[config.mk]
export PLATFORM = sky130hd
export DESIGN_NAME = sweep_controller
export DESIGN_NICKNAME = d
export VERILOG_FILES = /design/src/signal_pkg.sv /design/src/sweep_pkg.sv /design/src/sweep_controller.sv
export SDC_FILE = /design/constraint.sdc
export NUM_CORES = 1
export LEC_CHECK = 0
export BUFFER_PORTS_ARGS = -buffer_cell sky130_fd_sc_hd__buf_2
export CAP_MARGIN = 40
export CORE_AREA = 2 2 59 61
export CTS_CLUSTER_DIAMETER = 200
export DETAILED_ROUTE_END_ITERATION = 10
export DIE_AREA = 0 0 61 63
export PLACE_DENSITY_LB_ADDON = 0.25
export RECOVER_POWER = 100
export SETUP_SLACK_MARGIN = 0.02
export SYNTH_ARGS = -nofsm -noshare
export SYNTH_HDL_FRONTEND = slang
export SYNTH_SLANG_ARGS = --single-unit
[constraint.sdc]
create_clock -name clk125 -period 2.25 [get_ports clk125]
set_input_delay 0.3375 -clock clk125 [delete_from_list [all_inputs] [get_ports clk125]]
set_output_delay 0.3375 -clock clk125 [all_outputs]
set_load 0.1 [all_outputs]
[src/signal_pkg.sv]
`default_nettype none

// sample level types shared by the dds, the detectors and the meter
package signal_pkg;

  localparam int sample_w = 14;                   // adc and dac word
  typedef logic signed [sample_w-1:0] sample_t;

  localparam int tuning_w = 32;
  typedef logic [tuning_w-1:0] tuning_t;          // dds phase step per clock

  // triangle bits with sign, dac peaks at 2047
  // leaves room for adc gains up to 4 in a 14 bit word
  localparam int dds_amplitude_w = 12;

  typedef struct packed {
    sample_t a;                                   // across dut plus shunt
    sample_t b;                                   // across shunt only
  } adc_pair_t;

  typedef logic signed [31:0] wide_t;             // amplitudes and quotients

endpackage

`default_nettype wire

[src/sweep_pkg.sv]
`default_nettype none

// sweep sequencing types and the records passed along the result path
package sweep_pkg;

  localparam int index_w = 8;                     // 256 table entries
  typedef logic [index_w-1:0] index_t;

  typedef enum logic [2:0] {
    idle,
    load,                                         // one cycle for the table read
    settle,
    measure,
    finish
  } sweep_state_t;

  typedef enum logic [1:0] {
    wait_edge,
    window,
    lag
  } meter_state_t;

  typedef struct packed {
    logic                en;
    index_t              addr;
    signal_pkg::tuning_t data;
  } table_wr_t;

  typedef struct packed {
    index_t            index;
    signal_pkg::wide_t pp_a;                      // peak to peak of channel a
    signal_pkg::wide_t pp_b;
    logic [15:0]       lag;                       // clocks from a edge to b edge
  } meas_t;

  typedef struct packed {
    index_t            index;
    signal_pkg::wide_t magnitude;
    logic [15:0]       phase;
  } result_t;

endpackage

`default_nettype wire

[src/sweep_controller.sv]
`timescale 1ns/1ps
`default_nettype none

module sweep_controller #(
  parameter int num_points    = 8,
  parameter int settle_cycles = 2
) (
  input  wire logic         clk125,
  input  wire logic         areset_n,
  input  wire logic         start,
  input  wire logic         ref_crossing,
  input  wire logic         meas_done,
  output sweep_pkg::index_t index,
  output logic              meas_start,
  output logic              done
);
  import sweep_pkg::*;

  localparam int settle_w     = $clog2(settle_cycles + 1);
  localparam int drain_cycles = 34;               // divider latency for the last point
  localparam int drain_w      = $clog2(drain_cycles + 1);

  sweep_state_t        state;
  logic [settle_w-1:0] settle_count;              // reference periods seen
  logic [drain_w-1:0]  drain_count;

  always_ff @(posedge clk125 or negedge areset_n)
  begin
    if (!areset_n)
    begin
      state        <= idle;
      index        <= '0;
      settle_count <= '0;
      drain_count  <= '0;
      meas_start   <= 1'b0;
      done         <= 1'b0;
    end
    else
    begin
      meas_start <= 1'b0;                         // strobe
      case (state)
        idle:
          if (start)
            state <= load;
        load:
        begin
          settle_count <= '0;                     // table word lands this cycle
          state        <= settle;
        end
        settle:
          if (ref_crossing)
          begin
            if (settle_count == settle_w'(settle_cycles - 1))
            begin
              meas_start <= 1'b1;
              state      <= measure;
            end
            else
              settle_count <= settle_count + 1'b1;
          end
        measure:
          if (meas_done)
          begin
            if (index == index_t'(num_points - 1))
            begin
              drain_count <= '0;
              state       <= finish;
            end
            else
            begin
              index <= index + 1'b1;              // next point, reread table
              state <= load;
            end
          end
        finish:
        begin
          if (!done)
          begin
            if (drain_count == drain_w'(drain_cycles - 1))
              done <= 1'b1;                       // last result is out
            else
              drain_count <= drain_count + 1'b1;
          end
          else if (!start)
          begin
            done  <= 1'b0;                        // level handshake complete
            index <= '0;
            state <= idle;
          end
        end
        default:
          state <= idle;
      endcase
    end
  end

endmodule

`default_nettype wire

# Word-level counts from Yosys, hierarchy flattened
# Index checks and enable logic that the tools add are counted.
classes:
  n_mux: 27
  n_reduce_logical: 7
  add_sub_neg: 3
  eq_ne: 18
ops:
  columns: ["cell", "count"]
  rows:
  - ["$mux W8", 4]
  - ["$mux W6", 4]
  - ["$ne A2 B2 Y1 const B", 11]
  - ["$mux W3", 7]
  - ["$pmux W8 S2", 1]
  - ["$pmux W3 S5", 1]
  - ["$pmux W6 S2", 1]
  - ["$reduce_and A5 Y1", 2]
  - ["$add A8 B1 Y8 const B", 1]
  - ["$eq A8 B3 Y1 const B", 1]
  - ["$add A6 B1 Y6 const B", 1]
  - ["$eq A3 B2 Y1 const B", 2]
  - ["$eq A6 B6 Y1 const B", 1]
  - ["$mux W1", 6]
  - ["$reduce_and A6 Y1", 1]
  - ["$mux W2", 2]
  - ["$pmux W2 S2", 1]
  - ["$reduce_bool A2 Y1", 2]
  - ["$eq A3 B1 Y1 const B", 1]
  - ["$eq A3 B3 Y1 const B", 1]
  - ["$logic_not A3 Y1", 1]
  - ["$reduce_and A3 Y1", 1]
  - ["$add A2 B1 Y2 const B", 1]
  - ["$eq A2 B1 Y1 const B", 1]
totals:
  wordCells: 61
  regBits: 21

# Depth between registers and ports, before layout
# Gate-level depths: netlist of the first run.
logic_depth:
  depth_word: 4
  ltp_mapped: 6
  depth_no_buf: 6

# Worst setup path before layout of the first run
# OpenSTA, ideal clock, no wires.
synth_timing:
  path_kind: "flip-flop to flip-flop"
  startpoint: "reg index[0]"
  endpoint: "reg drain_count[3]"
  arrival_time_ns: 2.378
  stages_incl_launch_ff: 6
  required_time_ns: 2.146
  period_less_slack_ns: 2.482
  n_path_buf: 0
  setup_slack_ns: -0.232
  setup_time_ns: 0.104
  cell_sequence: "dfrtp_1 > ha_1 > nor3b_2 > a31oi_2 > or3_4 > o41ai_2"
synth_between:
  elab_chain_len: 3
synth_rtl:
  columns: ["element", "line", "text"]
  rows:
  - ["from (decl)", "sweep_controller.sv:13", "output sweep_pkg::index_t index,"]
  - ["from (signal assigned)", "sweep_controller.sv:71", "index <= index + 1'b1;"]
  - ["$eq A8 B3 Y1", "sweep_controller.sv:64", "if (index == index_t'(num_points - 1))"]
  - ["$ne A2 B2 Y1 (no source line)", null, null]
  - ["$reduce_and A5 Y1 (no source line)", null, null]
  - ["to (signal assigned)", "sweep_controller.sv:82", "drain_count <= drain_count + 1'b1;"]
  - ["to (decl)", "sweep_controller.sv:25", "logic [drain_w-1:0] drain_count;"]
# Every way passes these cells.
# A chain may end at the register's enable or synchronous reset.

# Worst setup path after layout of the first run
# Same ends and word-level chain as after synthesis.

==> results.toml, run 1 <==
[sta]
worst_clock_skew_ns = 0.0122
tns_ns = 0
drv_slew = 0
period_needed_ns = 2.02
setup_viol = 0
worstMarginPinSlew_ns = 1.16
max_freq_mhz = 495
hold_violations = 0
max_slew_margin_pct = 23.0
rsz0062_at_grt = "false"
worst_slack_ns = 0.229
post-route-period-util_pct = 89.8

[pwr]
swShare_pct = 53.6
p_per_area_nw_per_um2 = 1320
ir_drop_mv = 0.428
clkPwrFrac_pct = 9.8
combinationalPowerShare_pct = 54.7
leakagePower_nw = 0.602
switchingPower_w = 0.00105
seqPwrFrac_pct = 35.5
internal_power_w = 0.000909

[yosys]
ys_warn_count = 0
ys_types = 45
synth_flop_cell = "dfrtp_1"
synth_cells = 138
synth_edf_count = 0
yosysSeqAreaShare_pct = 38.3
ys_seq_elements = 21
syn_area_sq_um = 1370
syn_nets = 147
avgSynthCellArea_sq_um = 9.94
postSynth.asyncResetShare_pct = 100

[critical_path]
rr_worst_depth = 5
crit_buf_inv = 0
cp_max_fo = 7
end_kind = "flip-flop"
worst-setup-path-type = "flip-flop to flip-flop"
required_ns = 2.47
arrival_ns = 2.24
cpMaxStageDelayCell = "or3_1"
r2r-end = "drain_count[3]"
start_kind = "flip-flop"
crit_chain = "ha_1 -> nor3b_2 -> a31oi_2 -> or3_1 -> o41ai_2"
r2r_slack_ns = 0.23
cpPeakStageDelay_ns = 0.48
rr_startpoint = "index[0]"
path_delay_family = "simple AND/OR/NAND/NOR gates"

[floorplan]
num_rows = 21
die_w_um = 61
start_util_pct = 42.4
ios = 15
die-area_sq_um = 3840
fp.dieH_um = 63
coreArea_sq_um = 3230

[clock_network]
cts_tree = "yes"
cts_setup_buffers = 0
cts_sinks = 21
hold_buffers = 1
cts_made_buffers = 3
cts_buffer_depth = 2
insertion_delay_ns = 0.32
clock-root-buffer = "clkbuf_4"
ctsResizeCount = 0
clk_pin_slew_worst_paths_ns = 0.13
htreeDepth = 1

[placed_design]
routabilityCongestion = 0.836
dp.cells = 195
dp_slack_ns = 0.291
dp_hpwl_mm = 1.95
port_buffers = 14

[drt]
drt_iter0_markers = 58
antenna_left = 0
vias_per_cell = 5.64
drc_errors = 0
drt_wl_total_mm = 2.65
routedWlPerCell_um = 13.3
vias = 1127
drt_first_pass_iters = 4

[final_layout]
n_antenna_cell = 0
drive_above_1_share_pct = 23.4
area_delta_synth_final_pct = 8.58
nets = 164
stdcell_count = 200
mostFrequentLayoutCells = "dfrtp_1 (18), inv_1 (12), nor2_1 (12), nand3_1 (9), o21ai_0 (8)"
final_common_cell = "dfrtp_1"

[flow_run]
cap_violations = 0

[global_routing]
grtUsageTotal_pct = 15.9
grt_overflow_total = 0
grt_max_degree = 22
grt_pass1_vias = 1111
grt_pass1_wl_mm = 4.75
antenna_found_initial = 0

[worst_hold_path]
hold_path_end = "meas_start"
min_from = "ref_crossing"
holdPathStages = 3
min_path_type = "input port to flip-flop"

[outcome]
status = "finished, final reports clean"
registers in the layout (all words and copies together), names as in the netlist:
name	cells
index	8
drain_count	6
state	3
settle_count	2
done	1
meas_start	1
worst min-delay path: stages:
cell and delay, ns:
buf_2 0.11, nand2_1 0.06, nor3_1 0.04
power by group through the flow:
| stage | Sequential, W | Combinational, W | Clock [W] |
|---|---|---|---|
| after detailed placement | 0.000704 | 0.00109 | 0 |
| after floorplan | 0.00101 | 0.000589 | 0 |
| after global routing | 0.000730 | 0.00117 | 0.000215 |
| final | 0.000696 | 0.00107 | 0.000192 |
| after CTS | 0.000695 | 0.00109 | 0.000203 |
| after global placement | 0.000695 | 0.00107 | 0 |
synthesized netlist by cell type (all sizes together), types with 2 or more instances:
| master | instances | share of area, % |
|---|---|---|
| a21oi | 6 | 2.2 |
| and2 | 4 | 1.8 |
| dfrtp | 21 | 38 |
| nor3 | 4 | 1.5 |
| nor2 | 12 | 3.3 |
| inv | 12 | 3.3 |
| o41ai | 6 | 4.9 |
| nor4 | 2 | 2.0 |
| o21ai | 8 | 2.9 |
| nand2 | 5 | 1.4 |
| ha | 4 | 3.6 |
| a21boi | 2 | 1.1 |
| nor4b | 2 | 2.8 |
| clkbuf | 2 | 2.0 |
| o211ai | 5 | 2.7 |
| nor3b | 2 | 1.5 |
| nand3 | 9 | 3.3 |
| nand2b | 3 | 1.4 |
| or3b | 3 | 2.1 |
| mux2i | 2 | 1.5 |
| mux2 | 4 | 3.3 |
| buf | 4 | 2.4 |
worst max-delay path by stage:
stage          startpoint        endpoint  slack (ns)  depth (start not counted)
2_1_floorplan    index[7]  drain_count[3]        0.04                          4
3_3_place_gp     state[1]  drain_count[0]        0.33                          4
3_5_place_dp     state[0]  drain_count[1]        0.29                          4
4_1_cts          state[2]  drain_count[1]        0.25                          4
5_1_grt          index[0]  drain_count[4]        0.10                          5
6_report         index[0]  drain_count[3]        0.23                          5
layer usage:
metal	global-route usage (%)	part of all wire [%]	wire length (um)	vias up
li1	-	-	-	544
met1	21.0	47	1260	564
met2	24.1	48	1270	15
met3	4.76	3.6	96	4
met4	5.98	1.2	31	0
met5	0	0	0	-
cells by family after synthesis:
family	Yosys count	synth area share (%)
simple gates	54	26.2
compound gates	35	19.4
flops	21	38.3
buf+inv	18	7.66
mux	6	4.74
fa+ha+maj	4	3.65
through the flow:
stage	util [%]	power, W	instance area [sq um]	hold slack, ns
2_1_floorplan	-	0.00160	1380	0.0419
3_3_place_gp	45.3	0.00176	1470	0.325
3_5_place_dp	45.3	0.00179	1470	0.338
4_1_cts	46.5	0.00199	1500	0.226
5_1_grt	46.1	0.00211	1490	0.240
6_report	46.1	0.00196	1490	0.239
final cells by class:
type	count	area, sq um
clock inverters	1	5.00
fillers	313	1740
flip-flops and latches	21	529
multi-input cells	99	736
clock buffers	3	22.5
inverters	12	45.0
repair buffers	18	93.8
well taps	46	57.6
No activity file was read; power rests on OpenSTA's default activity.
==> run 2: changes to the inputs <==
ABC_AREA = 0   (was not set)
PLACE_DENSITY_LB_ADDON = 0.12   (was 0.25)
==> results.toml, run 2 (synthesized netlist as in run 1, its figures left out) <==
[drt]
antenna_left = 0
vias = 1095
drt_wl_total_mm = 2.75
drt_iter0_markers = 33
routedWlPerCell_um = 13.7
drt_first_pass_iters = 4
vias_per_cell = 5.48
drc_errors = 0

[pwr]
ir_drop_mv = 0.475
leakagePower_nw = 0.597
p_per_area_nw_per_um2 = 1310

[sta]
hold_slack_ns = 0.256
hold_violations = 0
rsz0062_at_grt = "false"
worst_slack_ns = 0.241
worstMarginPinSlew_ns = 1.18
max_freq_mhz = 498
worst_clock_skew_ns = 0.00217
period_needed_ns = 2.01
tns_ns = 0
max_slew_margin_pct = 21.2
drv_slew = 0
setup_viol = 0
post-route-period-util_pct = 89.3

[critical_path]
crit_chain = "ha_1 -> nor3b_2 -> a31oi_2 -> or3_1 -> o41ai_2"
end_kind = "flip-flop"
cpPeakStageDelay_ns = 0.47
start_kind = "flip-flop"
worst-setup-path-type = "flip-flop to flip-flop"
cp_max_fo = 7
cpMaxStageDelayCell = "or3_1"
arrival_ns = 2.22
required_ns = 2.46
rr_worst_depth = 5

[clock_network]
htreeDepth = 1
cts_made_buffers = 3
cts_setup_buffers = 0
cts_buffer_depth = 2
insertion_delay_ns = 0.30
ctsResizeCount = 0
clk_pin_slew_worst_paths_ns = 0.12
cts_sinks = 21
clock-root-buffer = "clkbuf_4"
cts_tree = "yes"
hold_buffers = 1

[final_layout]
final_common_cell = "dfrtp_1"
largest-register = "index"
largestRegisters = "index: 8 flops, drain_count: 6 flops, state: 3 flops"
area_delta_synth_final_pct = 8.39
drive_above_1_share_pct = 22.1
largest_reg_flops = 8
post-route-util_pct = 46.0
n_antenna_cell = 0
nets = 164
mostFrequentLayoutCells = "dfrtp_1 (18), inv_1 (12), nor2_1 (12), nand3_1 (9), o21ai_0 (8)"
stdcell_count = 200

[floorplan]
fp.dieH_um = 63
die_w_um = 61
ios = 15
die-area_sq_um = 3840
start_util_pct = 42.4
num_rows = 21
coreArea_sq_um = 3230

[placed_design]
dp_hpwl_mm = 1.97
routabilityCongestion = 0.828
port_buffers = 14
dp.cells = 195
dp_slack_ns = 0.309

[flow_run]
cap_violations = 0

[worst_hold_path]
holdPathStages = 3
min_path_type = "input port to flip-flop"

[global_routing]
grt_pass1_wl_mm = 4.79
grt_max_degree = 22
grt_overflow_total = 0
antenna_found_initial = 0
grt_pass1_vias = 1072
grtUsageTotal_pct = 16.3

[outcome]
status = "finished, final reports clean"
[run 2: path summary, 6_finish.rpt]
path	startpoint	end	slack, ns
setup reg to reg	index[0]	drain_count[4]	0.24
hold / removal	ref_crossing	meas_start	0.26
min in group asynchronous	areset_n	meas_start	0.78
setup / recovery	index[0]	drain_count[4]	0.24
hold reg to reg	index[0]	index[0]	0.50
max in group asynchronous	areset_n	index[0]	0.70
[run 2: metal layers]
| metal | up-vias | part of all wire, % | GRT usage, % |
|---|---|---|---|
| met4 | 0 | 0.84 | 5.71 |
| met2 | 24 | 47 | 25.9 |
| met3 | 2 | 3.7 | 2.48 |
| met1 | 530 | 49 | 22.0 |
| met5 | - | 0 | 0 |
| li1 | 539 | - | - |
[run 2: power by group]
part | switching, W | internal [W] | leakage (nW) | total (W)
Clock | 0.000120 | 0.0000691 | 0.0150 | 0.000189
Sequential | 0.000191 | 0.000507 | 0.260 | 0.000698
Combinational | 0.000739 | 0.000324 | 0.322 | 0.00106
Total | 0.00105 | 0.000900 | 0.597 | 0.00195
[run 2: area by class of cell]
class,instances,area (sq um)
Sequential cell,21,529
Tap cell,46,57.6
Timing Repair Buffer,18,92.6
Multi-Input combinational cell,99,736
Inverter,12,45.0
Fill cell,329,1750
Clock buffer,4,26.3
[run 2: through the flow]
stage,power (W),area (sq um)
6_report,0.00195,1490
5_1_grt,0.00211,1490
4_1_cts,0.00198,1500
3_5_place_dp,0.00179,1470
3_3_place_gp,0.00177,1470
2_1_floorplan,0.00160,1380
[run 2: critical path, delay by kind of cell (launching register included)]
family | cells | cell delay (ns)
and+or+nand+nor | 2 | 0.76
DFF | 1 | 0.41
adders and majority gates | 1 | 0.23
AOI/OAI and AO/OA | 2 | 0.51
==> run 3: changes to the inputs <==
RECOVER_POWER = not set   (was 100)
clock period = 2.6 ns   (was 2.25 ns; I/O delays follow)
==> results.toml, run 3 (synthesized netlist as in run 1, its figures left out) <==
[final_layout]
mostFrequentLayoutCells = "dfrtp_1 (21), buf_2 (14), inv_1 (12), nor2_1 (12), nand3_1 (9)"
largestRegisters = "index: 8 flops, drain_count: 6 flops, state: 3 flops"
largest-register = "index"
largest_reg_flops = 8
n_antenna_cell = 0
post-route-util_pct = 45.6
area_delta_synth_final_pct = 7.39
final_common_cell = "dfrtp_1"
fill_cells = 333
nets = 161
stdcell_count = 197
drive_above_1_share_pct = 23.8

[sta]
worstMarginPinSlew_ns = 0.905
tns_ns = 0
max_slew_margin_pct = 39.7
max_freq_mhz = 469
drv_slew = 0
worst_slack_ns = 0.467
period_needed_ns = 2.13
worst_clock_skew_ns = 0.00144
hold_violations = 0
setup_viol = 0
rsz0062_at_grt = "false"
post-route-period-util_pct = 82.0

[floorplan]
die_w_um = 61
num_rows = 21
coreArea_sq_um = 3230
ios = 15
fp.dieH_um = 63
start_util_pct = 42.4
die-area_sq_um = 3840

[critical_path]
r2r_slack_ns = 0.47
end_kind = "flip-flop"
worst-setup-path-type = "flip-flop to flip-flop"
cp_max_fo = 13
required_ns = 2.79
rr_worst_depth = 4
arrival_ns = 2.32
start_kind = "flip-flop"

[pwr]
switchingPower_w = 0.000902
seqPwrFrac_pct = 35.7
swShare_pct = 53.6
p_per_area_nw_per_um2 = 1140
combinationalPowerShare_pct = 54.6
leakagePower_nw = 0.611
clkPwrFrac_pct = 9.8
ir_drop_mv = 0.608
internal_power_w = 0.000779

[drt]
vias_per_cell = 5.36
vias = 1056
routedWlPerCell_um = 13.4
drt_iter0_markers = 45
drt_wl_total_mm = 2.65
antenna_left = 0
drt_first_pass_iters = 4
drc_errors = 0

[clock_network]
htreeDepth = 1
insertion_delay_ns = 0.31
ctsResizeCount = 0
cts_sinks = 21
cts_setup_buffers = 0
clock-root-buffer = "clkbuf_4"
clk_pin_slew_worst_paths_ns = 0.12
cts_buffer_depth = 2
cts_tree = "yes"
cts_made_buffers = 3
hold_buffers = 0

[global_routing]
grt_pass1_wl_mm = 4.75
grtUsageTotal_pct = 16.2
grt_pass1_vias = 1007
antenna_found_initial = 0
grt_max_degree = 22
grt_overflow_total = 0

[outcome]
status = "finished, final reports clean"

[placed_design]
dp_hpwl_mm = 1.91
dp.cells = 193
dp_slack_ns = 0.467
port_buffers = 14
routabilityCongestion = 0.824

[worst_hold_path]
min_path_type = "input port to asynchronous set/reset pin"

[flow_run]
cap_violations = 0
run 3: power by group through the flow:
stage	Sequential (W)	Combinational (W)	Clock, W
finish	0.000600	0.000917	0.000164
global route	0.000627	0.00100	0.000187
detailed placement	0.000607	0.000920	0
floorplan	0.000870	0.000511	0
CTS	0.000599	0.000927	0.000170
global placement	0.000603	0.000915	0
run 3: stage by stage:
step | total power, W | hold WS, ns | cell area [sq um]
floorplan | 0.00138 | 0.0944 | 1370
global placement | 0.00152 | 0.380 | 1450
detailed placement | 0.00153 | 0.383 | 1450
CTS | 0.00170 | 0.0333 | 1470
global route | 0.00181 | 0.0462 | 1470
finish | 0.00168 | 0.0215 | 1470
run 3: metal layers:
layer	wire length [um]	vias up	track usage (%)
met5	0	-	0
met4	17	0	4.89
met3	96	2	3.11
met2	1210	20	23.0
met1	1330	502	24.7
li1	-	532	-
run 3: worst max-delay path, cell delays in order, from the launching register on:
cell      delay (ns)
dfrtp_1         0.52
and4bb_4        0.29
a21oi_1         0.70
o21a_1          0.36
o221ai_1        0.14
run 3: layout make-up:
| type | count | area [sq um] | share of cell area (%) |
|---|---|---|---|
| Timing Repair Buffer | 15 | 77.6 | 5.27 |
| Sequential cell | 21 | 526 | 35.7 |
| Inverter | 12 | 45.0 | 3.06 |
| Multi-Input combinational cell | 99 | 741 | 50.3 |
| Clock buffer | 4 | 26.3 | 1.78 |
| Tap cell | 46 | 57.6 | 3.91 |
run 3: worst paths after layout:
| path | startpoint | endpoint |
|---|---|---|
| min in group clk125 | ref_crossing | meas_start |
| max reg2reg | state[1] | index[5] |
| max in group asynchronous | areset_n | index[4] |
| min reg2reg | settle_count[1] | settle_count[1] |
| max | state[1] | index[5] |
| min | areset_n | meas_start |
