File: src/signal_pkg.sv
`default_nettype none

// sample level types shared by the dds, the detectors and the meter
package signal_pkg;

  localparam int sample_w = 14;                   // adc and dac word
  typedef logic signed [sample_w-1:0] sample_t;

  localparam int tuning_w = 32;
  typedef logic [tuning_w-1:0] tuning_t;          // dds phase step per clock

  // triangle bits with sign, dac peaks at 2047
  // leaves room for adc gains up to 4 in a 14 bit word
  localparam int dds_amplitude_w = 12;

  typedef struct packed {
    sample_t a;                                   // across dut plus shunt
    sample_t b;                                   // across shunt only
  } adc_pair_t;

  typedef logic signed [31:0] wide_t;             // amplitudes and quotients

endpackage

`default_nettype wire

File: src/zero_cross_detector.sv
`timescale 1ns/1ps
`default_nettype none

module zero_cross_detector #(
  parameter int detector_width = 10
) (
  input  wire logic                clk125,
  input  wire logic                areset_n,
  input  wire signal_pkg::sample_t sample,
  output logic                     crossing
);
  localparam int run_w = $clog2(detector_width + 1);

  typedef enum logic [1:0] {hunt, count_neg, armed} det_state_t;

  det_state_t       state;
  logic [run_w-1:0] run;                          // consecutive negative samples
  logic             neg;

  assign neg = sample < 0;                        // sign only

  always_ff @(posedge clk125 or negedge areset_n)
  begin
    if (!areset_n)
    begin
      state    <= hunt;
      run      <= '0;
      crossing <= 1'b0;
    end
    else
    begin
      crossing <= 1'b0;
      case (state)
        hunt:
          if (neg)
          begin
            run   <= run_w'(1);
            state <= count_neg;
          end
        count_neg:
          if (!neg)
            state <= hunt;                        // run too short, chatter
          else if (run == run_w'(detector_width - 1))
            state <= armed;                       // this sample completes the run
          else
            run <= run + 1'b1;
        armed:
          if (!neg)
          begin
            crossing <= 1'b1;                     // first non negative sample
            state    <= hunt;
          end
        default:
          state <= hunt;
      endcase
    end
  end

endmodule

`default_nettype wire

File: config.mk
export PLATFORM = sky130hd
export DESIGN_NAME = zero_cross_detector
export DESIGN_NICKNAME = d
export VERILOG_FILES = /design/src/signal_pkg.sv /design/src/zero_cross_detector.sv
export SDC_FILE = /design/constraint.sdc
export NUM_CORES = 1
export LEC_CHECK = 0
export CAP_MARGIN = 20
export CELL_PAD_IN_SITES_DETAIL_PLACEMENT = 1
export CELL_PAD_IN_SITES_GLOBAL_PLACEMENT = 2
export CORE_MARGIN = 3
export CORE_UTILIZATION = 28
export DETAILED_ROUTE_END_ITERATION = 12
export DONT_BUFFER_PORTS = 1
export GPL_ROUTABILITY_DRIVEN = 0
export PLACE_DENSITY_LB_ADDON = 0.15
export SYNTH_ARGS = -nofsm -noshare
export SYNTH_HDL_FRONTEND = slang
export SYNTH_SLANG_ARGS = --single-unit
export TNS_END_PERCENT = 50
File: constraint.sdc
create_clock -name clk125 -period 1.7 [get_ports clk125]
set_input_delay 0.34 -clock clk125 [delete_from_list [all_inputs] [get_ports clk125]]
set_output_delay 0.34 -clock clk125 [all_outputs]
set_load 0.01 [all_outputs]
## After elaboration in Yosys (flattened, before gate mapping)

Cells that the tools add are included.

| storage, ports and cells | value |
|---|---|
| register bits after elaboration | 7 |
| input bits | 16 |
| output and inout bits | 1 |
| logic and storage cells | 28 |

| operators by class | value |
|---|---|
| add/sub/neg operators | 1 |
| order comparisons | 1 |
| eq/ne operators | 8 |
| muxes and demuxes | 11 |
| reduce and logical (&&, ||, !) cells | 4 |

Operators by type and width:

| kind | count |
|---|---|
| 14-bit by 1-bit < comparator with 1-bit output (second input constant) | 1 |
| 4-bit 2-to-1 mux | 3 |
| 2-bit 2-to-1 mux | 4 |
| 2-bit != test (second input constant) | 4 |
| 4-bit one-hot mux with 2 select lines | 1 |
| 2-bit one-hot mux with 3 select lines | 1 |
| 4-bit by 1-bit adder with 4-bit output (second input constant) | 1 |
| 4-bit equality test (second input constant) | 1 |
| 4-bit AND reduction | 1 |
| 3-bit != test (second input constant) | 1 |
| 3-bit AND reduction | 1 |
| 2-bit by 1-bit equality test with 1-bit output (second input constant) | 1 |
| 2-bit equality test (second input constant) | 1 |
| 2-bit zero test | 1 |
| 1-bit 2-to-1 mux | 2 |
| 2-bit nonzero test | 1 |

## Longest topological paths before layout

Gate-level depths: netlist of the first run.

| depth | value |
|---|---|
| depth in word-level cells | 4 |
| depth in mapped cells | 5 |
| depth with buffers taken out | 5 |

## Worst setup path after synthesis of the first run

OpenSTA, ideal clock, no wires.

| path | value |
|---|---|
| path type | register to register |
| start point | register run[1] |
| end point | register run[0] |
| library setup time | 0.125 ns |
| arrival | 1.137 ns |
| data required time | 1.575 ns |
| slack | 0.438 ns |
| stages on the path, launching flop included | 6 |
| path buffers | 0 |
| clock period less this slack | 1.262 ns |
| path through | dfrtp_1 inv_1 ha_1 nand4b_4 nand2b_4 mux2_4 |

| between the ends | value |
|---|---|
| cells in the longest elaborated chain, start to end | 3 |

RTL lines:

| item | RTL line | text |
|---|---|---|
| start, declared | zero_cross_detector.sv:17 | `logic [run_w-1:0] run;` |
| start signal, assigned | zero_cross_detector.sv:37 | `run <= run_w'(1);` |
| start signal, assigned | zero_cross_detector.sv:46 | `run <= run + 1'b1;` |
| 4-bit equality test | zero_cross_detector.sv:43 | `else if (run == run_w'(detector_width - 1))` |
| 2-bit != test (no source line) | - |  |
| 4-bit AND reduction (no source line) | - |  |

No other way between the ends.
A chain may end at the register's enable or synchronous reset.

## Worst setup path in the final report of the first run

Ends and elaborated chain as after synthesis.

==> impl_metrics.env, run 1 <==
export IMPL_status="complete, no violations"
export IMPL_critPathCaptureType="flip-flop"
export IMPL_cp_startpoint="run[1]"
export IMPL_numClockSinks=7
export IMPL_via_per_inst=4.68
export IMPL_clockBufferDepth=2
export IMPL_dpl_cell_area_sq_um=392
export IMPL_synth_area_leaders="dfrtp_1, nand2b_4, ha_1, nand4b_4, mux2i_1"
export IMPL_reg2reg_from="run[1]"
export IMPL_p_leak_nw=0.199
export IMPL_dr_pass1_iters=1
export IMPL_synth_xor_area_frac=0
export IMPL_synth_cells=32
export IMPL_synth_mux_area_frac=0.0918
export IMPL_antenna_found_initial=0
export IMPL_drc_errors=0
export IMPL_finalCriticalPeriod_ns=1.35
export IMPL_synth_nets=50
export IMPL_layout_commonest_cell="dfrtp_1"
export IMPL_antenna_left=0
export IMPL_clock_skew_ns=0.00394
export IMPL_finalSetupViolCount=0
export IMPL_setup_tns_ns=0
export IMPL_ys_ff_latch=7
export IMPL_ys_seq_area_frac=0.459
export IMPL_antenna_cells=0
export IMPL_clk_pin_slew_worst_paths_ns=0.05
export IMPL_syn_to_final_growth_pct=12.1
export IMPL_setup_ws_ns=0.346
export IMPL_fin_area_sq_um=428
export IMPL_arrival_ns=1.48
export IMPL_yosys_warnings=0
export IMPL_pre_cts_ws_ns=0.350
export IMPL_synthSimpleGateAreaFrac=0.289
export IMPL_htreeDepth=1
export IMPL_slew_viol_final=0
export IMPL_cp_max_fo=3
export IMPL_startpoint_type="flip-flop"
export IMPL_nNetsFinal=55
export IMPL_p_per_area_nw_per_um2=1420
export IMPL_synth_fa_ha_area_frac=0.0656
export IMPL_drt_iter0_drc=0
export IMPL_fmax_mhz=739
export IMPL_hp_class="in -> reg"
export IMPL_crit_type="reg -> reg"
export IMPL_die_area_sq_um=1840
export IMPL_hold_viol_final=0
export IMPL_layout_drive_gt1_share=0.194
export IMPL_cts_tree="done"
export IMPL_numCtsBuffers=3
export IMPL_coreArea_sq_um=1190
export IMPL_track_usage=0.0885
export IMPL_syn_cell_area_sq_um=382
export IMPL_grt_max_degree=10
export IMPL_synth_compound_area_share=0.0557
export IMPL_crit_chain="inv_1 > ha_1 > nand4b_4 > nand2b_4 > mux2_4"
export IMPL_synth_distinct_cells=17
export IMPL_worstPathRequired_ns=1.83
export IMPL_r2r_slack_ns=0.35
export IMPL_overflow=0
export IMPL_port_buffers=0
export IMPL_yosysTopAreaCell="dfrtp_1"
export IMPL_slowest_delay_ns=0.39
export IMPL_hpwl_microns=515
export IMPL_die_h_microns=42.9
export IMPL_cts_root_buffer="clkbuf_4"
export IMPL_clkLatencyLatePin_ns=0.25
export IMPL_grt_setup_unrepaired="no"
export IMPL_syn_area_per_cell_sq_um=11.9
export IMPL_fin_crit_sh=0.796
export IMPL_avgRoutedWirePerCell_microns=13.0
export IMPL_synth_top_family_by_area="simple AND/OR/NAND/NOR gates"
export IMPL_dr_total_vias=234
export IMPL_final_cell_mix="dfrtp_1, nand2_1, nand3_1, clkbuf_4"
export IMPL_initial_core_util=0.322
export IMPL_fp_dieW_microns=42.9
export IMPL_slew_headroom=0.773
export IMPL_synth_top_area_share=0.459
export IMPL_power_mw=0.609
export IMPL_grt_pass1_vias=268
export IMPL_grt_pass1_wl_microns=1120
export IMPL_wl_microns=649
export IMPL_worst_pin_slew_ns=0.340
export IMPL_maxCapViolCount=0
export IMPL_slowest_stage="dfrtp_1"
export IMPL_min_from="sample[13]"
export IMPL_peakVddDrop_mv=0.529
export IMPL_num_rows=12
export IMPL_num_io_pins=17
==> cells by family after synthesis <==
logic type	count (synthesis)
buffers and inverters	3
AOI/OAI and AO/OA	3
adders and majority gates	2
DFF	7
and+or+nand+nor	14
muxes	3
==> metrics by stage <==
stage | hold slack, ns | std cells | util
final | 0.151 | 50 | 0.361
after global routing | 0.128 | 50 | 0.361
after CTS | 0.138 | 50 | 0.361
after detailed placement | 0.0446 | 45 | 0.330
after global placement | 0.0446 | 45 | 0.330
after floorplan | 0.0444 | 32 | -
==> routing by layer <==
layer | share of wire | vias to the layer above | routed length (microns) | global-route usage
met4 | 0 | 0 | 0 | 0.0559
li1 | - | 116 | - | -
met1 | 0.41 | 112 | 265 | 0.0844
met2 | 0.52 | 6 | 338 | 0.141
met5 | 0 | - | 0 | 0
met3 | 0.071 | 0 | 46 | 0.0551
==> cell usage after synthesis <==
cell	instances
nand2b_1	2
mux2i_1	2
o31ai_1	1
and2_1	1
o21ai_0	1
nor2b_1	1
inv_1	2
buf_4	1
nand2b_4	2
ha_1	2
nand4b_4	1
nand2_1	3
o311ai_0	1
dfrtp_1	7
nand3_1	3
nor3b_1	1
mux2_4	1
==> sequential cells by signal, summed over array words and instances, names as in the netlist <==
register and cells:
run 4, crossing 1, state 2
==> worst paths after layout <==
kind / to / cells after the start
worst min-delay path: crossing / 1
min in group asynchronous: crossing / 1
worst max-delay path: run[0] / 5
worst max register to register: run[0] / 5
worst min register to register: run[2] / 1
max in group asynchronous: run[0] / 1
==> where the power goes <==
| part | switching (mW) | leakage (nW) | internal, mW |
|---|---|---|---|
| Clock | 0.0589 | 0.0150 | 0.0894 |
| Combinational | 0.0761 | 0.0934 | 0.101 |
| Sequential | 0.0671 | 0.0901 | 0.216 |
| Total | 0.202 | 0.199 | 0.406 |
==> cell type report <==
cell class                 count  area, sq um
fill                         133          758
multi-input combinational     22          191
inverter                       2         7.51
tap                           14         17.5
sequential                     7          175
clock buffer                   4         26.3
timing repair buffer           1         10.0
==> worst max-delay path, delay by kind of cell, from the launching register on <==
family,cells,cell delay [ns]
buffers and inverters,1,0.09
flip-flops,1,0.39
adder cells (fa/ha/maj),1,0.22
AND/OR/NAND/NOR,2,0.24
multiplexers,1,0.29
==> timing repair <==
| action | CTS | global route |
|---|---|---|
| gates resized for setup | 0 | 0 |
| endpoints found under the hold margin | 7 | 0 |
| buffers inserted | 0 | 0 |
| hold buffers | 1 | 0 |
(Power assumes the default switching activity.)
==> run 2: changes to the inputs <==
ABC_AREA = 1   (was default)
CORE_UTILIZATION = 26   (was 28)
clock period = 1.1 ns   (was 1.7 ns; I/O delays follow)
==> run 2 against run 1 <==
  * The run now ends with setup timing left
  * Design area up 4.1%
  * Clock power up 57%
  * Sequential cell count unchanged
==> impl_metrics.env, run 2 <==
export IMPL_clkLatencyLatePin_ns=0.25
export IMPL_top_regs="run (4), state (2), crossing (1)"
export IMPL_holdPathStages=1
export IMPL_synth_compound_area_share=0.0565
export IMPL_reg2reg_from="run[1]"
export IMPL_slowest_stage="dfrtp_1"
export IMPL_synth_edf_count=0
export IMPL_r2r_end="run[0]"
export IMPL_avgRoutedWirePerCell_microns=11.5
export IMPL_numClockSinks=7
export IMPL_holdPathEnd="crossing"
export IMPL_crit_buf_inv=2
export IMPL_syn_to_final_growth_pct=25.8
export IMPL_synth_fa_ha_area_frac=0.0707
export IMPL_synth_nets=59
export IMPL_power_mw=0.632
export IMPL_wl_microns=745
export IMPL_startpoint_type="flip-flop"
export IMPL_grt_setup_unrepaired="yes"
export IMPL_synth_distinct_cells=16
export IMPL_cp_top_family="simple AND/OR/NAND/NOR gates"
export IMPL_track_usage=0.104
export IMPL_slowest_delay_ns=0.37
export IMPL_synth_commonest_cells="nand2_1, dfrtp_1, inv_1, nor2_1, o21ai_0"
export IMPL_port_buffers=0
export IMPL_synth_cells=41
export IMPL_synthArstFlopShare=1.00
export IMPL_hold_viol_final=0
export IMPL_clockBufferDepth=2
export IMPL_min_from="sample[13]"
export IMPL_cts_root_buffer="clkbuf_4"
export IMPL_rr_worst_depth=9
export IMPL_ys_seq_area_frac=0.495
export IMPL_coreArea_sq_um=1190
export IMPL_grt_pass1_wl_microns=1370
export IMPL_finalCriticalPeriod_ns=1.18
export IMPL_arrival_ns=1.32
export IMPL_num_io_pins=17
export IMPL_antenna_left=0
export IMPL_layout_commonest_cell="nand2_1"
export IMPL_crit_type="reg -> reg"
export IMPL_p_per_area_nw_per_um2=1420
export IMPL_pre_cts_ws_ns=-0.0886
export IMPL_layout_drive_gt1_share=0.235
export IMPL_nNetsFinal=70
export IMPL_cp_common_cell="nand2_1"
export IMPL_numCtsBuffers=3
export IMPL_synth_top_area_share=0.495
export IMPL_dr_pass1_iters=4
export IMPL_syn_cell_area_sq_um=354
export IMPL_yosysTopAreaCell="dfrtp_1"
export IMPL_antenna_found_initial=0
export IMPL_worst_pin_slew_ns=0.329
export IMPL_hp_class="in -> reg"
export IMPL_cts_tree="done"
export IMPL_dpl_cell_area_sq_um=394
export IMPL_die_area_sq_um=1840
export IMPL_crit_chain="inv_1 > ha_1 > nand2_1 > nor2_2 > nand2_2 > nand2_4 > inv_2 > nand2_1 > nand2_1"
export IMPL_overflow=0
export IMPL_final_cell_mix="nand2_1, dfrtp_1, buf_4"
export IMPL_initial_core_util=0.299
export IMPL_die_h_microns=42.9
export IMPL_synth_xor_area_frac=0.0247
export IMPL_synthSimpleGateAreaFrac=0.300
export IMPL_hpwl_microns=556
export IMPL_fin_area_sq_um=445
export IMPL_ys_ff_latch=7
export IMPL_syn_area_per_cell_sq_um=8.64
export IMPL_drc_errors=0
export IMPL_largest_reg_flops=4
export IMPL_top_register="run"
export IMPL_grt_pass1_vias=338
export IMPL_antenna_cells=0
export IMPL_p_leak_nw=0.225
export IMPL_synth_area_leaders="dfrtp_1, nand2_1, ha_1, o21ai_0, inv_1"
export IMPL_status="finished, violations left"
export IMPL_drt_iter0_drc=2
export IMPL_num_rows=12
export IMPL_via_per_inst=4.57
export IMPL_grt_max_degree=9
export IMPL_synth_mux_area_frac=0
export IMPL_yosysMostFrequentCell="nand2_1"
export IMPL_synth_top_family_by_area="simple AND/OR/NAND/NOR gates"
export IMPL_critPathCaptureType="flip-flop"
export IMPL_worstPathRequired_ns=1.24
export IMPL_cp_max_fo=8
export IMPL_r2r_slack_ns=-0.08
export IMPL_dr_total_vias=297
export IMPL_synth_ff_type="dfrtp_1"
export IMPL_htreeDepth=1
export IMPL_slew_viol_final=0
export IMPL_slew_headroom=0.780
export IMPL_peakVddDrop_mv=0.814
export IMPL_setup_ws_ns=-0.0845
export IMPL_violations="setup timing"
export IMPL_maxCapViolCount=0
export IMPL_finalSetupViolCount=5
export IMPL_clk_pin_slew_worst_paths_ns=0.05
export IMPL_clock_skew_ns=0.00571
export IMPL_fmax_mhz=844
export IMPL_fin_crit_sh=1.08
export IMPL_fp_dieW_microns=42.9
export IMPL_yosys_warnings=0
-- run 2: changes by cell type after synthesis, sizes merged, moves of 2 or more --
cell | before | now
nand2 | 3 | 13
nor2 | 0 | 4
inv | 2 | 5
o21ai | 1 | 3
mux2i | 2 | 0
nand2b | 4 | 0
-- run 2: cell type report --
type                       instances  area [sq um]
clock buffer                       4          26.3
fill                             140           741
inverter                           5          18.8
multi-input combinational         29           160
sequential                         7           175
tap                               14          17.5
timing repair buffer               6          47.5
-- run 2: cells by family after synthesis --
kind of cell | Yosys count
compound gates | 4
xor+xnor | 1
fa+ha+maj | 2
buf+inv | 5
flops | 7
simple gates | 22
-- run 2: what timing repair did --
action,4_1_cts,5_1_grt
hold buffers,1,0
buffers inserted,2,0
endpoints found under the setup margin,5,6
endpoints found under the hold margin,7,0
resized for setup,0,0
-- run 2: worst max path at each step --
stage / start / to / slack [ns] / cells after the start
6_report: run[1] / run[0] / -0.08 / 9
5_1_grt: run[1] / run[0] / -0.19 / 9
4_1_cts: run[1] / run[0] / -0.1 / 9
3_5_place_dp: run[1] / run[0] / -0.09 / 9
3_3_place_gp: run[0] / run[0] / -0.04 / 8
2_1_floorplan: run[0] / run[1] / -0.01 / 3
-- run 2: power by group --
group / leakage [nW] / switching, mW / internal, mW
sequential: 0.0916 / 0.0190 / 0.277
combinational: 0.119 / 0.0522 / 0.0507
clock: 0.0150 / 0.0948 / 0.138
-- run 2: worst register-to-register path, cell delays in order (launching register included) --
cell	delay, ns
dfrtp_1	0.37
inv_1	0.06
ha_1	0.14
nand2_1	0.06
nor2_2	0.12
nand2_2	0.08
nand2_4	0.11
inv_2	0.05
nand2_1	0.05
nand2_1	0.04
-- run 2: metrics by stage --
step           hold slack, ns  cells   util  setup TNS, ns
2_1_floorplan         -0.0756     41      -        -0.0256
3_3_place_gp          -0.0754     58  0.332         -0.152
3_5_place_dp          -0.0754     58  0.332         -0.294
4_1_cts                0.0186     65  0.376         -0.331
5_1_grt                0.0120     65  0.376         -0.876
6_report               0.0255     65  0.376         -0.256
-- run 2: routing by layer --
| metal | vias up | global-route usage | wire [microns] |
|---|---|---|---|
| met2 | 7 | 0.171 | 395 |
| met3 | 0 | 0.0763 | 53 |
| met5 | - | 0 | 0 |
| li1 | 147 | - | - |
| met1 | 143 | 0.108 | 297 |
| met4 | 0 | 0.0186 | 0 |
==> run 3: changes to the inputs <==
SETUP_SLACK_MARGIN = 0.05   (was default)
==> run 3 against run 2 <==
  * The flow still finishes with violations (setup timing)
  * Combinational power grew 24%
  * Final cell count stayed put
  * Hold slack gained 0.0014 ns
  * Sequential cell count stayed put
  * Via count down 0.34%
  * Maximum frequency decreased by 0.57%
  * Die area unchanged
  * Register-to-register slack barely moved
  * Critical endpoint unchanged
==> impl_metrics.env, run 3 (synthesis gave the netlist of run 2 again) <==
export IMPL_status="finished, violations left"
export IMPL_violations="setup timing"
export IMPL_layout_drive_gt1_share=0.314
export IMPL_worstPathRequired_ns=1.24
export IMPL_arrival_ns=1.33
export IMPL_cp_endpoint="run[0]"
export IMPL_port_buffers=0
export IMPL_fp_dieW_microns=42.9
export IMPL_switchingPower_mw=0.181
export IMPL_final_util=0.402
export IMPL_coreArea_sq_um=1190
export IMPL_clkLatencyLatePin_ns=0.25
export IMPL_top_regs="run (4), state (2), crossing (1)"
export IMPL_clk_pin_slew_worst_paths_ns=0.06
export IMPL_startpoint_type="flip-flop"
export IMPL_worst_pin_slew_ns=0.331
export IMPL_initial_core_util=0.299
export IMPL_final_cells=65
export IMPL_setup_ws_ns=-0.0913
export IMPL_cp_max_fo=8
export IMPL_power_mw=0.663
export IMPL_top_register="run"
export IMPL_p_leak_nw=0.234
export IMPL_drt_iter0_drc=2
export IMPL_reg2reg_from="run[0]"
export IMPL_die_h_microns=42.9
export IMPL_cp_startpoint="run[0]"
export IMPL_final_cell_mix="nand2_1, dfrtp_1, buf_4"
export IMPL_rr_worst_depth=8
export IMPL_setup_tns_ns=-0.250
export IMPL_clock_skew_ns=0.00910
export IMPL_r2r_slack_ns=-0.09
export IMPL_grt_setup_unrepaired="yes"
export IMPL_antenna_cells=0
export IMPL_layout_commonest_cell="nand2_1"
export IMPL_pre_cts_ws_ns=-0.0924
export IMPL_cts_tree="done"
export IMPL_clockBufferDepth=2
export IMPL_hpwl_microns=578
export IMPL_clock_power_share=0.351
export IMPL_dr_pass1_iters=2
export IMPL_num_io_pins=17
export IMPL_finalCriticalPeriod_ns=1.19
export IMPL_maxCapViolCount=0
export IMPL_fin_area_sq_um=477
export IMPL_num_rows=12
export IMPL_via_per_inst=4.55
export IMPL_combinationalPowerShare=0.193
export IMPL_fmax_mhz=839
export IMPL_antenna_left=0
export IMPL_slew_headroom=0.779
export IMPL_fin_crit_sh=1.08
export IMPL_fin_hold_ws_ns=0.0268
export IMPL_nFillCells=139
export IMPL_hold_viol_final=0
export IMPL_largest_reg_flops=4
export IMPL_swShare=0.272
export IMPL_crit_type="reg -> reg"
export IMPL_critPathCaptureType="flip-flop"
export IMPL_grt_pass1_wl_microns=1370
export IMPL_die_area_sq_um=1840
export IMPL_drc_errors=0
export IMPL_wl_microns=754
export IMPL_hp_class="in -> reg"
export IMPL_avgRoutedWirePerCell_microns=11.6
export IMPL_track_usage=0.106
export IMPL_antenna_found_initial=0
export IMPL_syn_to_final_growth_pct=34.6
export IMPL_dpl_cell_area_sq_um=394
export IMPL_grt_max_degree=9
export IMPL_cts_root_buffer="clkbuf_4"
export IMPL_htreeDepth=1
export IMPL_nNetsFinal=70
export IMPL_place_inst=58
export IMPL_finalSetupViolCount=4
export IMPL_numClockSinks=7
export IMPL_p_int_mw=0.483
export IMPL_peakVddDrop_mv=0.776
export IMPL_p_per_area_nw_per_um2=1390
export IMPL_seqPwrFrac=0.456
export IMPL_overflow=0
export IMPL_dr_total_vias=296
export IMPL_holdPathStages=1
export IMPL_numCtsBuffers=3
export IMPL_r2r_end="run[0]"
export IMPL_grt_pass1_vias=336
export IMPL_slew_viol_final=0
[run 3: worst min path at each step]
stage | start | slack [ns] | end
final | sample[13] | 0.03 | crossing
after global routing | sample[13] | 0.02 | crossing
after CTS | sample[13] | 0.02 | crossing
after detailed placement | areset_n | -0.08 | run[2]
after global placement | areset_n | -0.08 | run[3]
after floorplan | areset_n | -0.08 | crossing
[run 3: critical path, cell delays in order (launching register included)]
cell,delay (ns)
dfrtp_1,0.43
ha_4,0.17
nand2_4,0.05
nor2_4,0.12
nand2_2,0.07
nand2_4,0.11
inv_2,0.04
nand2_1,0.05
nand2_1,0.04
[run 3: layer usage]
metal | global-route usage | vias to the layer above | routed length, microns
li1 | - | 147 | -
met1 | 0.111 | 143 | 286
met2 | 0.174 | 6 | 411
met3 | 0.0763 | 0 | 56
met4 | 0.0186 | 0 | 0
met5 | 0 | - | 0
[run 3: timing repair]
action	in CTS	in global routing
resized for setup	0	9
buffers inserted	1	1
endpoints found under the setup margin	5	6
endpoints found under the hold margin	7	0
pin swaps	0	2
hold buffers	1	0
[run 3: final cells by class]
| class | count | area [sq um] | share of cell area |
|---|---|---|---|
| clock buffers | 4 | 26.3 | 0.0551 |
| inverters | 5 | 18.8 | 0.0394 |
| multi-input cells | 29 | 188 | 0.394 |
| flip-flops and latches | 7 | 175 | 0.367 |
| well taps | 14 | 17.5 | 0.0367 |
| repair buffers | 6 | 51.3 | 0.108 |
[run 3: power by group through the flow]
| stage | registers [mW] | logic (mW) | clock network, mW |
|---|---|---|---|
| after CTS | 0.295 | 0.106 | 0.245 |
| after floorplan | 0.302 | 0.0475 | 0 |
| after detailed placement | 0.302 | 0.0897 | 0 |
| final | 0.302 | 0.128 | 0.233 |
| after global routing | 0.306 | 0.147 | 0.271 |
| after global placement | 0.300 | 0.0816 | 0 |
